**src/hdl/sig_match_macros.svh**
```systemverilog
`ifndef SIG_MATCH_MACROS_SVH
`define SIG_MATCH_MACROS_SVH

// Signature length in bytes
`define SM_SIG_LEN 7
// PRIVMSG with the first character in the top byte
`define SM_SIG_BYTES 56'h50_52_49_56_4D_53_47

// Ingress FIFO depth and the sender's starting credit count
`define SM_FIFO_DEPTH 8
// Number of tagged streams
`define SM_STREAMS 64
// Matcher state width
`define SM_STATE_W 11
// Idle cycles between the last byte and the eop pulse
`define SM_FLUSH_CYC 3

`endif

```
**src/hdl/sig_match_pkg.sv**
```systemverilog
`include "sig_match_macros.svh"

package sig_match_pkg;

  // Stream tag, wide enough for every stream
  typedef logic [$clog2(`SM_STREAMS)-1:0] stream_id_t;

  // Count of signature bytes matched so far
  // Upper bits stay zero for a short signature
  typedef logic [`SM_STATE_W-1:0] dfa_state_t;

  // One character of traffic
  typedef logic [7:0] byte_t;

endpackage

```
**src/hdl/sig_match_if.sv**
```systemverilog
`timescale 1ns/1ps

// Character stream from ingress into the context block
interface pkt_stream_if;
  sig_match_pkg::byte_t      chr;
  logic                      chr_vld;
  logic                      load_state;
  logic                      eop;
  sig_match_pkg::stream_id_t stream_id;
  logic                      new_stream;

  modport source (output chr, chr_vld, load_state, eop, stream_id, new_stream);
  modport sink   (input  chr, chr_vld, load_state, eop, stream_id, new_stream);
endinterface

// Registered matcher inputs and the matcher's results
interface dfa_port_if;
  sig_match_pkg::byte_t       chr;
  logic                       chr_vld;
  sig_match_pkg::dfa_state_t  state_in;
  logic                       state_vld;
  sig_match_pkg::dfa_state_t  state_out;
  logic                       accept;

  modport driver  (output chr, chr_vld, state_in, state_vld,
                   input  state_out, accept);
  modport matcher (input  chr, chr_vld, state_in, state_vld,
                   output state_out, accept);
endinterface

```
**src/hdl/sig_dfa.sv**
```systemverilog
`timescale 1ns/1ps
`include "sig_match_macros.svh"

module sig_dfa (
  input logic        clk,
  input logic        rst_n,
  dfa_port_if.matcher port
);

  localparam int LEN = `SM_SIG_LEN;
  localparam logic [8*`SM_SIG_LEN-1:0] SIG = `SM_SIG_BYTES;

  sig_match_pkg::dfa_state_t state;
  sig_match_pkg::dfa_state_t cur;
  logic                      accept;
  int                        nxt;

  // Signature byte i, counted from the first character
  function automatic sig_match_pkg::byte_t sig_at(input int i);
    return SIG[8*(LEN-1-i) +: 8];
  endfunction

  // Longest signature prefix ending the text sig[0..base-1] plus c
  // Limited to max_k bytes
  function automatic int prefix_fit(input int base,
                                    input sig_match_pkg::byte_t c,
                                    input int max_k);
    int   best;
    int   pos;
    logic ok;
    best = 0;
    for (int k = 1; k <= LEN; k++)
    begin
      ok = (k <= max_k) && (k <= base + 1);
      for (int j = 0; j < LEN; j++)
      begin
        // Position in the text that lines up with prefix byte j
        pos = base + 1 - k + j;
        if (ok && j < k)
        begin
          if (((pos < base) ? sig_at(pos) : c) != sig_at(j))
            ok = 1'b0;
        end
      end
      if (ok)
        best = k;
    end
    return best;
  endfunction

  // Where a full match resumes
  localparam int BORDER = prefix_fit(LEN - 1, sig_at(LEN - 1), LEN - 1);

  // A restored state replaces the held one before the step
  assign cur = port.state_vld ? port.state_in : state;

  always_comb
  begin
    // Advance on a hit, else KMP fallback to the longest live prefix
    nxt = prefix_fit(int'(cur), port.chr, LEN);
  end

  always_ff @(posedge clk)
  begin
    if (!rst_n)
    begin
      state  <= '0;
      accept <= 1'b0;
    end
    else
    begin
      accept <= 1'b0;
      if (port.chr_vld)
      begin
        if (nxt == LEN)
        begin
          accept <= 1'b1;
          state  <= sig_match_pkg::dfa_state_t'(BORDER);
        end
        else
          state <= sig_match_pkg::dfa_state_t'(nxt);
      end
      else if (port.state_vld)
        // Restore without a character just parks the state
        state <= port.state_in;
    end
  end

  assign port.state_out = state;
  assign port.accept    = accept;

  // Held state stays within the signature length
  a_state_range: assert property (@(posedge clk) disable iff (!rst_n)
    state <= LEN);

endmodule

```
**src/hdl/stream_context.sv**
```systemverilog
`timescale 1ns/1ps
`include "sig_match_macros.svh"

module stream_context (
  input  logic        clk,
  input  logic        rst_n,
  input  logic        stream_en,
  pkt_stream_if.sink  pkt,
  dfa_port_if.driver  dfa,
  output logic        pkt_done,
  output logic        pkt_fired,
  output logic [15:0] match_count
);

  // Saved matcher state, one entry per stream
  sig_match_pkg::dfa_state_t state_mem [`SM_STREAMS];

  // Restored state, one cycle after load
  sig_match_pkg::dfa_state_t state_in;
  logic                      state_vld;

  // Register stage in front of the matcher
  sig_match_pkg::byte_t      chr_r;
  logic                      chr_vld_r;
  sig_match_pkg::dfa_state_t state_in_r;
  logic                      state_vld_r;

  // Register stage behind the matcher
  sig_match_pkg::dfa_state_t state_out_r;
  logic                      accept_r;

  // Set on any accept within the current packet
  logic                      match_flag;

  // State memory write port
  always_ff @(posedge clk)
  begin
    if (pkt.eop && stream_en)
      // Enabled packet leaves its state for the next one
      state_mem[pkt.stream_id] <= state_out_r;
    else if (pkt.load_state && pkt.new_stream)
      // First sight of a stream starts its entry from zero
      state_mem[pkt.stream_id] <= '0;
  end

  // Restore path
  always_ff @(posedge clk)
  begin
    if (pkt.load_state)
      state_in <= pkt.new_stream ? '0 : state_mem[pkt.stream_id];
  end

  // Payload side of both register stages
  always_ff @(posedge clk)
  begin
    chr_r       <= pkt.chr;
    state_in_r  <= state_in;
    state_out_r <= dfa.state_out;
  end

  always_ff @(posedge clk)
  begin
    if (!rst_n)
    begin
      state_vld   <= 1'b0;
      chr_vld_r   <= 1'b0;
      state_vld_r <= 1'b0;
      accept_r    <= 1'b0;
      match_flag  <= 1'b0;
      pkt_done    <= 1'b0;
      pkt_fired   <= 1'b0;
      match_count <= '0;
    end
    else
    begin
      state_vld   <= pkt.load_state;
      chr_vld_r   <= pkt.chr_vld;
      state_vld_r <= state_vld;
      accept_r    <= dfa.accept;
      pkt_done    <= pkt.eop;
      pkt_fired   <= pkt.eop && stream_en && match_flag;
      // New packet starts with no match
      if (pkt.load_state)
        match_flag <= 1'b0;
      if (accept_r)
        match_flag <= 1'b1;
      // Final count at end of packet
      if (pkt.eop)
      begin
        if (stream_en)
          match_count <= match_count + 16'(match_flag);
        else
          match_flag <= 1'b0;
      end
    end
  end

  // Matcher sees only registered inputs
  assign dfa.chr       = chr_r;
  assign dfa.chr_vld   = chr_vld_r;
  assign dfa.state_in  = state_in_r;
  assign dfa.state_vld = state_vld_r;

  // Ingress flush gap must drain every character and accept before eop
  a_eop_drained: assert property (@(posedge clk) disable iff (!rst_n)
    pkt.eop |-> !chr_vld_r && !accept_r);

endmodule

```
**src/hdl/stream_config.sv**
```systemverilog
`timescale 1ns/1ps
`include "sig_match_macros.svh"

module stream_config (
  input  logic                      clk,
  input  logic                      rst_n,
  input  logic                      cfg_wr,
  input  sig_match_pkg::stream_id_t cfg_stream,
  input  logic                      cfg_en,
  input  sig_match_pkg::stream_id_t cur_stream,
  output logic                      stream_en
);

  // One enable bit per stream
  logic [`SM_STREAMS-1:0] en_bits;

  always_ff @(posedge clk)
  begin
    if (!rst_n)
      // All streams start disabled
      en_bits <= '0;
    else if (cfg_wr)
      en_bits[cfg_stream] <= cfg_en;
  end

  // Enable for whatever stream the context is working on
  assign stream_en = en_bits[cur_stream];

endmodule

```
**src/hdl/pkt_ingress.sv**
```systemverilog
`timescale 1ns/1ps
`include "sig_match_macros.svh"

module pkt_ingress (
  input  logic                      clk,
  input  logic                      rst_n,
  input  logic                      in_vld,
  input  sig_match_pkg::byte_t      in_byte,
  input  logic                      in_sop,
  input  logic                      in_eop,
  input  sig_match_pkg::stream_id_t in_stream,
  output logic                      credit_ret,
  pkt_stream_if.source              pkt
);

  localparam int PTR_W = $clog2(`SM_FIFO_DEPTH);
  localparam int CNT_W = $clog2(`SM_FLUSH_CYC + 1);

  // Sequencer states
  localparam logic [1:0] ST_IDLE  = 2'd0;
  localparam logic [1:0] ST_DATA  = 2'd1;
  localparam logic [1:0] ST_FLUSH = 2'd2;

  // FIFO storage, one slot per outstanding credit
  sig_match_pkg::byte_t      fifo_byte [`SM_FIFO_DEPTH];
  logic                      fifo_sop  [`SM_FIFO_DEPTH];
  logic                      fifo_eop  [`SM_FIFO_DEPTH];
  sig_match_pkg::stream_id_t fifo_sid  [`SM_FIFO_DEPTH];

  logic [PTR_W-1:0] wr_ptr;
  logic [PTR_W-1:0] rd_ptr;
  logic [PTR_W:0]   fill;
  logic             full;
  logic             empty;
  logic             pop;
  logic             start_pkt;

  logic [1:0]       seq_st;
  logic [CNT_W-1:0] flush_cnt;

  // Streams seen since reset
  logic [`SM_STREAMS-1:0] seen;

  assign full  = (fill == (PTR_W+1)'(`SM_FIFO_DEPTH));
  assign empty = (fill == '0);

  // Head of FIFO opens a packet, so a load cycle goes first
  assign start_pkt = (seq_st == ST_IDLE) && !empty && fifo_sop[rd_ptr];

  always_comb
  begin
    case (seq_st)
      // Stray byte outside any packet is dropped
      ST_IDLE: pop = !empty && !fifo_sop[rd_ptr];
      ST_DATA: pop = !empty;
      default: pop = 1'b0;
    endcase
  end

  // FIFO write side and payload outputs
  always_ff @(posedge clk)
  begin
    if (in_vld)
    begin
      fifo_byte[wr_ptr] <= in_byte;
      fifo_sop[wr_ptr]  <= in_sop;
      fifo_eop[wr_ptr]  <= in_eop;
      fifo_sid[wr_ptr]  <= in_stream;
    end
    if (pop)
      pkt.chr <= fifo_byte[rd_ptr];
    if (start_pkt)
    begin
      // Tag held for the whole packet up to its eop
      pkt.stream_id  <= fifo_sid[rd_ptr];
      pkt.new_stream <= !seen[fifo_sid[rd_ptr]];
    end
  end

  always_ff @(posedge clk)
  begin
    if (!rst_n)
    begin
      wr_ptr         <= '0;
      rd_ptr         <= '0;
      fill           <= '0;
      seq_st         <= ST_IDLE;
      flush_cnt      <= '0;
      seen           <= '0;
      credit_ret     <= 1'b0;
      pkt.load_state <= 1'b0;
      pkt.chr_vld    <= 1'b0;
      pkt.eop        <= 1'b0;
    end
    else
    begin
      if (in_vld)
        wr_ptr <= wr_ptr + 1'b1;
      if (pop)
        rd_ptr <= rd_ptr + 1'b1;
      fill <= fill + (PTR_W+1)'(in_vld) - (PTR_W+1)'(pop);
      // Every pop hands one credit back to the sender
      credit_ret     <= pop;
      pkt.chr_vld    <= pop && (seq_st == ST_DATA);
      pkt.load_state <= start_pkt;
      pkt.eop        <= 1'b0;
      case (seq_st)
        ST_IDLE:
        begin
          if (start_pkt)
          begin
            seen[fifo_sid[rd_ptr]] <= 1'b1;
            seq_st <= ST_DATA;
          end
        end
        ST_DATA:
        begin
          // Last byte leaves, then the pipeline drains
          if (pop && fifo_eop[rd_ptr])
          begin
            flush_cnt <= '0;
            seq_st    <= ST_FLUSH;
          end
        end
        default:
        begin
          if (flush_cnt == CNT_W'(`SM_FLUSH_CYC))
          begin
            pkt.eop <= 1'b1;
            seq_st  <= ST_IDLE;
          end
          else
            flush_cnt <= flush_cnt + 1'b1;
        end
      endcase
    end
  end

  // Sender must not push past its credits
  a_no_overflow: assert property (@(posedge clk) disable iff (!rst_n)
    in_vld |-> !full);

  // Load cycle always stands alone ahead of the first character
  a_load_alone: assert property (@(posedge clk) disable iff (!rst_n)
    !(pkt.chr_vld && pkt.load_state));

endmodule

```
**src/hdl/sig_match_top.sv**
```systemverilog
`timescale 1ns/1ps

module sig_match_top (
  input  logic                      clk,
  input  logic                      rst_n,
  input  logic                      in_vld,
  input  sig_match_pkg::byte_t      in_byte,
  input  logic                      in_sop,
  input  logic                      in_eop,
  input  sig_match_pkg::stream_id_t in_stream,
  input  logic                      cfg_wr,
  input  sig_match_pkg::stream_id_t cfg_stream,
  input  logic                      cfg_en,
  output logic                      credit_ret,
  output logic                      pkt_done,
  output logic                      pkt_fired,
  output logic [15:0]               match_count
);

  // Ingress to context
  pkt_stream_if pkt_bus ();
  // Context to matcher
  dfa_port_if   dfa_bus ();

  // Enable bit for the stream now in the context
  logic stream_en;

  pkt_ingress u_ingress (
    .clk        (clk),
    .rst_n      (rst_n),
    .in_vld     (in_vld),
    .in_byte    (in_byte),
    .in_sop     (in_sop),
    .in_eop     (in_eop),
    .in_stream  (in_stream),
    .credit_ret (credit_ret),
    .pkt        (pkt_bus.source)
  );

  stream_config u_config (
    .clk        (clk),
    .rst_n      (rst_n),
    .cfg_wr     (cfg_wr),
    .cfg_stream (cfg_stream),
    .cfg_en     (cfg_en),
    .cur_stream (pkt_bus.stream_id),
    .stream_en  (stream_en)
  );

  stream_context u_context (
    .clk         (clk),
    .rst_n       (rst_n),
    .stream_en   (stream_en),
    .pkt         (pkt_bus.sink),
    .dfa         (dfa_bus.driver),
    .pkt_done    (pkt_done),
    .pkt_fired   (pkt_fired),
    .match_count (match_count)
  );

  sig_dfa u_dfa (
    .clk   (clk),
    .rst_n (rst_n),
    .port  (dfa_bus.matcher)
  );

endmodule

```
**config.mk**
```make
export PLATFORM = sky130hd
export DESIGN_NAME = sig_match_top
export DESIGN_NICKNAME = d
export VERILOG_FILES = /design/src/hdl/sig_match_pkg.sv /design/src/hdl/sig_match_if.sv /design/src/hdl/sig_dfa.sv /design/src/hdl/stream_context.sv /design/src/hdl/stream_config.sv /design/src/hdl/pkt_ingress.sv /design/src/hdl/sig_match_top.sv
export VERILOG_INCLUDE_DIRS = /design/src /design/src/hdl
export SDC_FILE = /design/constraint.sdc
export NUM_CORES = 1
export LEC_CHECK = 0
export BUFFER_PORTS_ARGS = -buffer_cell sky130_fd_sc_hd__buf_2
export CAP_MARGIN = 20
export CORE_ASPECT_RATIO = 1.75
export CORE_MARGIN = 3
export CORE_UTILIZATION = 56
export CTS_BUF_LIST = sky130_fd_sc_hd__clkbuf_4 sky130_fd_sc_hd__clkbuf_8
export CTS_CLUSTER_DIAMETER = 60
export CTS_CLUSTER_SIZE = 25
export DETAILED_ROUTE_END_ITERATION = 8
export PLACE_DENSITY = 0.78
export SETUP_SLACK_MARGIN = 0.02
export SYNTH_ARGS = -nofsm -noshare
export SYNTH_HDL_FRONTEND = slang
export SYNTH_SLANG_ARGS = --single-unit
export TNS_END_PERCENT = 30
```
**constraint.sdc**
```tcl
create_clock -name clk -period 8.85 [get_ports clk]
set_input_delay 1.3275 -clock clk [delete_from_list [all_inputs] [get_ports clk]]
set_output_delay 1.3275 -clock clk [all_outputs]
set_load 0.05 [all_outputs]
```
Word level (Yosys, flattened, before mapping)
Memories as Yosys holds them, arrays and structs flattened. A register that Yosys moved wholly into a read port is not among the register bits.
Cells that the tools add are included.
{ "op_classes": {"add_sub_neg": 63, "magnitude_cmp": 40, "eq_ne": 34, "shifts": 28, "n_mux": 131, "bitwise_logic": 4, "n_reduce_logical": 22} }
{ "op_table": {"columns": ["cell", "n"], "rows": [
  ["$shiftx 56x32->8 const A", 28],
  ["$lt 32x12->1", 25],
  ["$sub 4x29->29 const A", 25],
  ["$add 32x3->32 const B", 8],
  ["$mux 8", 28],
  ["$ne 8x7->1 const B", 28],
  ["$add 32x4->32 const B", 6],
  ["$mux 32", 6],
  ["$add 32x2->32 const B", 4],
  ["$le 4x32->1 const A", 4],
  ["$mux 1", 74],
  ["$bwmux 64", 1],
  ["$le 3x32->1 const A", 2],
  ["$or 64x64->64", 1],
  ["$sub 12x3->13 const B", 4],
  ["$mux 11", 4],
  ["$sub 4x13->14 const A", 3],
  ["$lt 13x12->1", 3],
  ["$eq 32x4->1 const B", 1],
  ["$add 13x2->14 const B", 2],
  ["$sub 12x2->13 const B", 2],
  ["$lt 6x7->1 const B", 3],
  ["$mux 3", 6],
  ["$add 16x1->16", 1],
  ["28 further kinds", 53]
]} }
{ "word_totals": {"register_bits": 218, "ramBits": 832, "input_bits": 27, "out_inout_bits": 19, "wordCells": 353, "mem_count": 5} }
{ "mem_list": {"columns": ["name", "depth", "word_bits", "rd", "rd_clocked_by_memory_dff", "wr", "line_no", "rtl"], "rows": [
  ["u_context.state_mem", 64, 11, 1, 1, 1, "stream_context.sv:16", "sig_match_pkg::dfa_state_t state_mem [`SM_STREAMS];"],
  ["u_ingress.fifo_byte", 8, 8, 1, 1, 1, "pkt_ingress.sv:25", "sig_match_pkg::byte_t fifo_byte [`SM_FIFO_DEPTH];"],
  ["u_ingress.fifo_sid", 8, 6, 1, 1, 1, "pkt_ingress.sv:28", "sig_match_pkg::stream_id_t fifo_sid [`SM_FIFO_DEPTH];"],
  ["u_ingress.fifo_eop", 8, 1, 1, 1, 1, "pkt_ingress.sv:27", "logic fifo_eop [`SM_FIFO_DEPTH];"],
  ["u_ingress.fifo_sop", 8, 1, 1, 1, 1, "pkt_ingress.sv:26", "logic fifo_sop [`SM_FIFO_DEPTH];"]
]} }

Depth between registers and ports, before layout
{ "depth": {"depth_word": 19, "ltp_mapped": 32, "depth_no_buf": 27} }

Cells and area by module
From an unflattened synthesis, not the netlist that was laid out.
{ "unflattened": {"hier_cells": 4327, "hier_area_um2": 53353.7} }
{ "by_module_without_submodules": {"columns": ["module", "instances", "cells_per_inst", "area_per_inst_um2", "seq_area_each_um2"], "rows": [
  ["stream_context", 1, 1725, 29050.4, 22531.6],
  ["sig_dfa", 1, 1619, 12085.3, 240.2],
  ["pkt_ingress", 1, 608, 8837.2, 5995.8],
  ["stream_config", 1, 375, 3380.7, 1281.2]
]} }

Least setup slack after synthesis
Ideal clock, no wire load.
{ "synth_path": {"kind": "reg2reg", "startpoint": "reg u_context.state_vld_r (netlist: u_context.dfa.state_vld)", "endpoint": "reg u_dfa.state[2] (netlist: u_dfa.port.state_out[2])", "setup_ps": 84, "arrival_ps": 7899, "t_required_ps": 8766, "setup_slack_ps": 867, "path_stages_with_launch": 32, "path_buffers": 7, "period_less_slack_ps": 7983, "path_cell_list": "dfxtp_1 buf_4 buf_6 buf_2 mux2i_1 clkbuf_1 inv_1 ha_1 and2_1 buf_2 and3_1 xnor2_1 and3_1 buf_2 xnor2_2 inv_2 o2111ai_1 nor2_1 clkbuf_1 nand2_1 ha_1 or4b_2 a2111oi_0 nand4_1 nor3_1 a211o_1 o31ai_1 or3_1 a22oi_1 and4_1 nor3_1 o22ai_1"} }
{ "synth_via": {"elab_chain_len": 19, "word_cells_on_any_way": 243, "cone_classes": "add/sub: 57; order compare: 35; eq/ne: 29; shift: 28; mux: 94"} }
{ "synth_lines": {"columns": ["element", "line_no", "rtl"], "rows": [
  ["start, declared", "stream_context.sv:26", "logic state_vld_r;"],
  ["start signal, assigned", "stream_context.sv:78", "state_vld_r <= state_vld;"],
  ["$mux 11 (*)", null, null],
  ["$add 11x1->12", null, null],
  ["$sub 12x3->13 (tied with other cells)", "sig_dfa.sv:38", "pos = base + 1 - k + j;"],
  ["$add 32x2->32 (tied with other cells)", "sig_dfa.sv:38", null],
  ["$sub 4x29->29 / $shiftx 56x32->8 (equally long branches)", "sig_dfa.sv:20", "return SIG[8*(LEN-1-i) +: 8];"],
  ["$shiftx 56x32->8 / $mux 8 (equally long branches)", "sig_dfa.sv:20, sig_dfa.sv:41", null],
  ["$mux 8 / $ne 8x7->1 (equally long branches)", "sig_dfa.sv:41", "if (((pos < base) ? sig_at(pos) : c) != sig_at(j))"],
  ["$ne 8x7->1 / $mux 1 (equally long branches)", "sig_dfa.sv:41", null],
  ["$mux 1, on equally long branches", "sig_dfa.sv:41, sig_dfa.sv:39", null],
  ["$mux 1, on equally long branches", "sig_dfa.sv:39, sig_dfa.sv:45", null],
  ["$mux 1 / $mux 32 (equally long branches) (2 in a row)", "sig_dfa.sv:39, sig_dfa.sv:45", null],
  ["$mux 32 / $mux 1 (equally long branches) (3 in a row)", "sig_dfa.sv:45, sig_dfa.sv:39", null],
  ["$mux 32", "sig_dfa.sv:45", "if (ok)"],
  ["$eq 32x4->1", "sig_dfa.sv:75", "if (nxt == LEN)"],
  ["$mux 11", "sig_dfa.sv:75", null],
  ["$mux 11 (*)", "sig_dfa.sv:73", "if (port.chr_vld)"],
  ["end signal, assigned", "sig_dfa.sv:78", "state <= sig_match_pkg::dfa_state_t'(BORDER);"],
  ["end signal, assigned", "sig_dfa.sv:81", "state <= sig_match_pkg::dfa_state_t'(nxt);"],
  ["end signal, assigned", "sig_dfa.sv:85", "state <= port.state_in;"],
  ["end, declared", "sig_dfa.sv:13", "sig_match_pkg::dfa_state_t state;"]
]} }
Mark *: on every way between the ends. The rest lies on a longest branch, timed or not.
A chain may end at the register's enable or synchronous reset.

Worst setup path in the final report
Ends and elaborated chain as after synthesis.

==> impl_metrics.yaml <==
worst_setup_path:
  cp_cell_sequence: "buf_4 > mux2i_4 > inv_1 > ha_1 > and2_1 > nand4_1 > or3_1 > a22oi_1 > buf_4 > and3_1 > nand2_1 > inv_1 > ha_1 > or4b_2 > a2111oi_0 > nand4_1 > nor3_1 > a211o_1 > o31ai_1 > or3_1 > a22oi_1 > and4_1 > nor3_1 > o22ai_1"
  endpoint_kind: "flop"
  critPathMaxStageDelay_ps: 770
  worstPathArrival_ps: 8700
  worst-path-buf-inv: 4
  worst_path_max_delay_cell: "and3_1"
  path_class: "flop to flop"
  crit_required_ps: 9510
  crit_fanout: 22
  crit_family: "simple AND/OR/NAND/NOR gates"
  startpoint_type: "flop"
yosys:
  synthArstFlopShare: 0
  post-synth-top-count-cell: "edfxtp_1"
  yosysWarnings: 0
  yosysTopAreaCellShare: 0.4829
  synth_cell_types: 105
  yosys-top-cells-count: "858 x edfxtp_1, 360 x nor2_1, 357 x ha_1, 254 x nand2_1, 246 x a21oi_1"
  netlist_top_cells_area: "edfxtp_1 48%, ha_1 8.4%, dfxtp_1 8.0%"
  synthCells: 4444
  synth_top_area_cell: "edfxtp_1"
  avgSynthCellArea_um2: 12.01
  ys.flop_type: "edfxtp_1"
  synth_seq_cells: 1072
  synth-edff-count: 858
  yosysSeqAreaShare: 0.5632
  synth_area_um2: 53360
  syn-num-nets: 4829
die:
  dieWidth_um: 239.3
  start_util: 0.5656
  fp.dieH_um: 414.3
  coreArea_um2: 94330
  ioPinCount: 46
  num_rows: 149
  dieArea_um2: 99170
finish:
  instances_no_fill: 5775
  drive_gt1_frac: 0.1105
  nets: 4903
  multiInputGateArea_um2: 22240
  fillers: 7446
  regArea_um2: 30050
  fin_area_um2: 57220
  syn2layout_area_growth_pct: 7.234
clock_network:
  cts_tree: "yes"
  clock-root-buffer: "clkbuf_8"
  postCtsSetupRepairBufs: 0
  numCtsBuffers: 53
  insertion_delay_ps: 780
  clockBufferDepth: 3
  cts_resized: 0
  cts_sinks: 1072
  clk_pin_slew_ps: 140
  ctsHoldBuffers: 0
  htree_num_levels: 2
timing:
  finalMaxSlewViolations: 0
  worst_pin_slew_ps: 1191
  hold_viol_final: 0
  slew_headroom: 0.2022
  finalCritPeriodShare: 0.9085
  clock_skew_ps: 88.30
  layout_min_cycle_time_ps: 8040
  fmax_ghz: 0.1244
  grt_setup_unrepaired: "no"
  tns_ps: 0
  setup_viol: 0
global_routing:
  antenna_found_initial: 7
  grt_max_degree: 81
  overflow: 0
  grt_pass1_wl_mm: 248.5
  grt_use_total: 0.3370
  grt_pass1_vias: 38950
pwr:
  power_density_nw_per_um2: 302.8
  leakagePower_nw: 19.37
  ir_drop_v: 0.0002126
routing:
  drt.antenna.violating_nets: 0
  dr_total_vias: 39117
  met2_length_mm: 84.39
  wl_met3_mm: 12.02
  drt_pre_antenna_iters: 6
  wl_mm: 169.0
  vias_per_cell: 6.774
  drc: 0
  highest_layer: "met5"
  wl_met1_mm: 55.44
  drt_iter0_markers: 4021
  routed_wire_length_per_instance_um: 29.26
placed_design:
  placedInstanceArea_um2: 55870
  io_buffers: 45
  dp_hpwl_mm: 116.9
  place_congestion: 1.074
  dpl.cell_count: 5653
status:
  status: "finished, final reports clean"
flow_run:
  maxCapViolCount: 0
min_path:
  holdCritPathClass: "flop to flop"
power breakdown:
part           switching (mW)  leakage (nW)  internal (mW)
Sequential              0.173          9.65           5.65
Combinational            5.79          9.09           3.45
Clock                    1.51         0.630          0.761
path summary, 6_finish.rpt:
kind,end,start,slack [ps],depth (start not counted)
max,u_dfa.port.state_out[2],u_context.dfa.state_vld,810,24
min reg2reg,u_context.state_out_r[5],u_dfa.port.state_out[5],350,0
min,u_context.state_out_r[5],u_dfa.port.state_out[5],350,0
max reg2reg,u_dfa.port.state_out[2],u_context.dfa.state_vld,810,24
state kept, by name, summed over array words and instances, names as in the netlist, 11 cells and up, named ones only:
| register | count |
|---|---|
| u_context.state_mem | 704 |
| u_config.en_bits | 64 |
| u_ingress.fifo_byte | 64 |
| u_ingress.seen | 64 |
| u_ingress.fifo_sid | 48 |
| u_context.match_count | 16 |
| u_context.dfa.state_in | 11 |
| u_context.state_in | 11 |
| u_context.state_out_r | 11 |
| u_dfa.port.state_out | 11 |
stage by stage:
stage / hold slack (ps) / power, mW / utilization / setup slack [ps]
3_5_place_dp: 326.9 / 14.95 / 0.5922 / 1022
4_1_cts: 351.3 / 17.19 / 0.6047 / 1013
5_1_grt: 342.3 / 18.40 / 0.6065 / 329.5
6_report: 349.0 / 17.33 / 0.6065 / 810.1
2_1_floorplan: 323.3 / 12.01 / - / 866.7
3_3_place_gp: 324.9 / 14.80 / 0.5904 / 1018
worst reg2reg max path, stage by stage (launching register included):
cell	delay, ps
dfxtp_1	730
buf_4	380
mux2i_4	120
inv_1	210
ha_1	250
and2_1	360
nand4_1	380
or3_1	510
a22oi_1	170
buf_4	260
and3_1	770
nand2_1	330
inv_1	670
ha_1	240
or4b_2	570
a2111oi_0	350
nand4_1	170
nor3_1	170
a211o_1	160
o31ai_1	90
or3_1	370
a22oi_1	240
and4_1	280
nor3_1	70
o22ai_1	130
metal layers:
layer,vias up,GRT usage
met1,18983,0.3599
met2,2122,0.5816
met4,4,0.2806
li1,17274,-
met3,734,0.05295
met5,-,0
final cells by class:
cell class	count	share of cell area
antenna	5	0.0002187
inverter	105	0.006976
tap	1208	0.02642
sequential	1072	0.5252
timing repair buffer	249	0.03188
clock inverter	13	0.003521
clock buffer	86	0.01708
multi-input combinational	3037	0.3887
cells by family (layout without fill, tap and decap cells):
| group | count (synthesis) | count (layout) | synth area share |
|---|---|---|---|
| muxes | 102 | 102 | 0.02812 |
| adders and majority gates | 358 | 358 | 0.08409 |
| buffers and inverters | 335 | 453 | 0.02418 |
| other | 0 | 5 | 0 |
| DFF | 1072 | 1072 | 0.5632 |
| AOI/OAI and AO/OA | 1178 | 1178 | 0.1525 |
| xor gates and xnor gates | 245 | 245 | 0.04158 |
| and+or+nand+nor | 1154 | 1154 | 0.1064 |
cells in the final DEF, fill, tap and decap left out, drive strengths merged, types with 44 or more instances in the layout:
master and count:
nor3 69, mux2i 44, nand3 149, a21oi 247, a21o 54, edfxtp 858
dfxtp 214, xnor2 201, a221oi 100, nor2 360, clkbuf 87, o21ai 144
nor4 51, ha 357, a22o 99, a22oi 199, a31oi 119, inv 105
nand2 256, buf 248
Power figures use the tool's default switching activity.
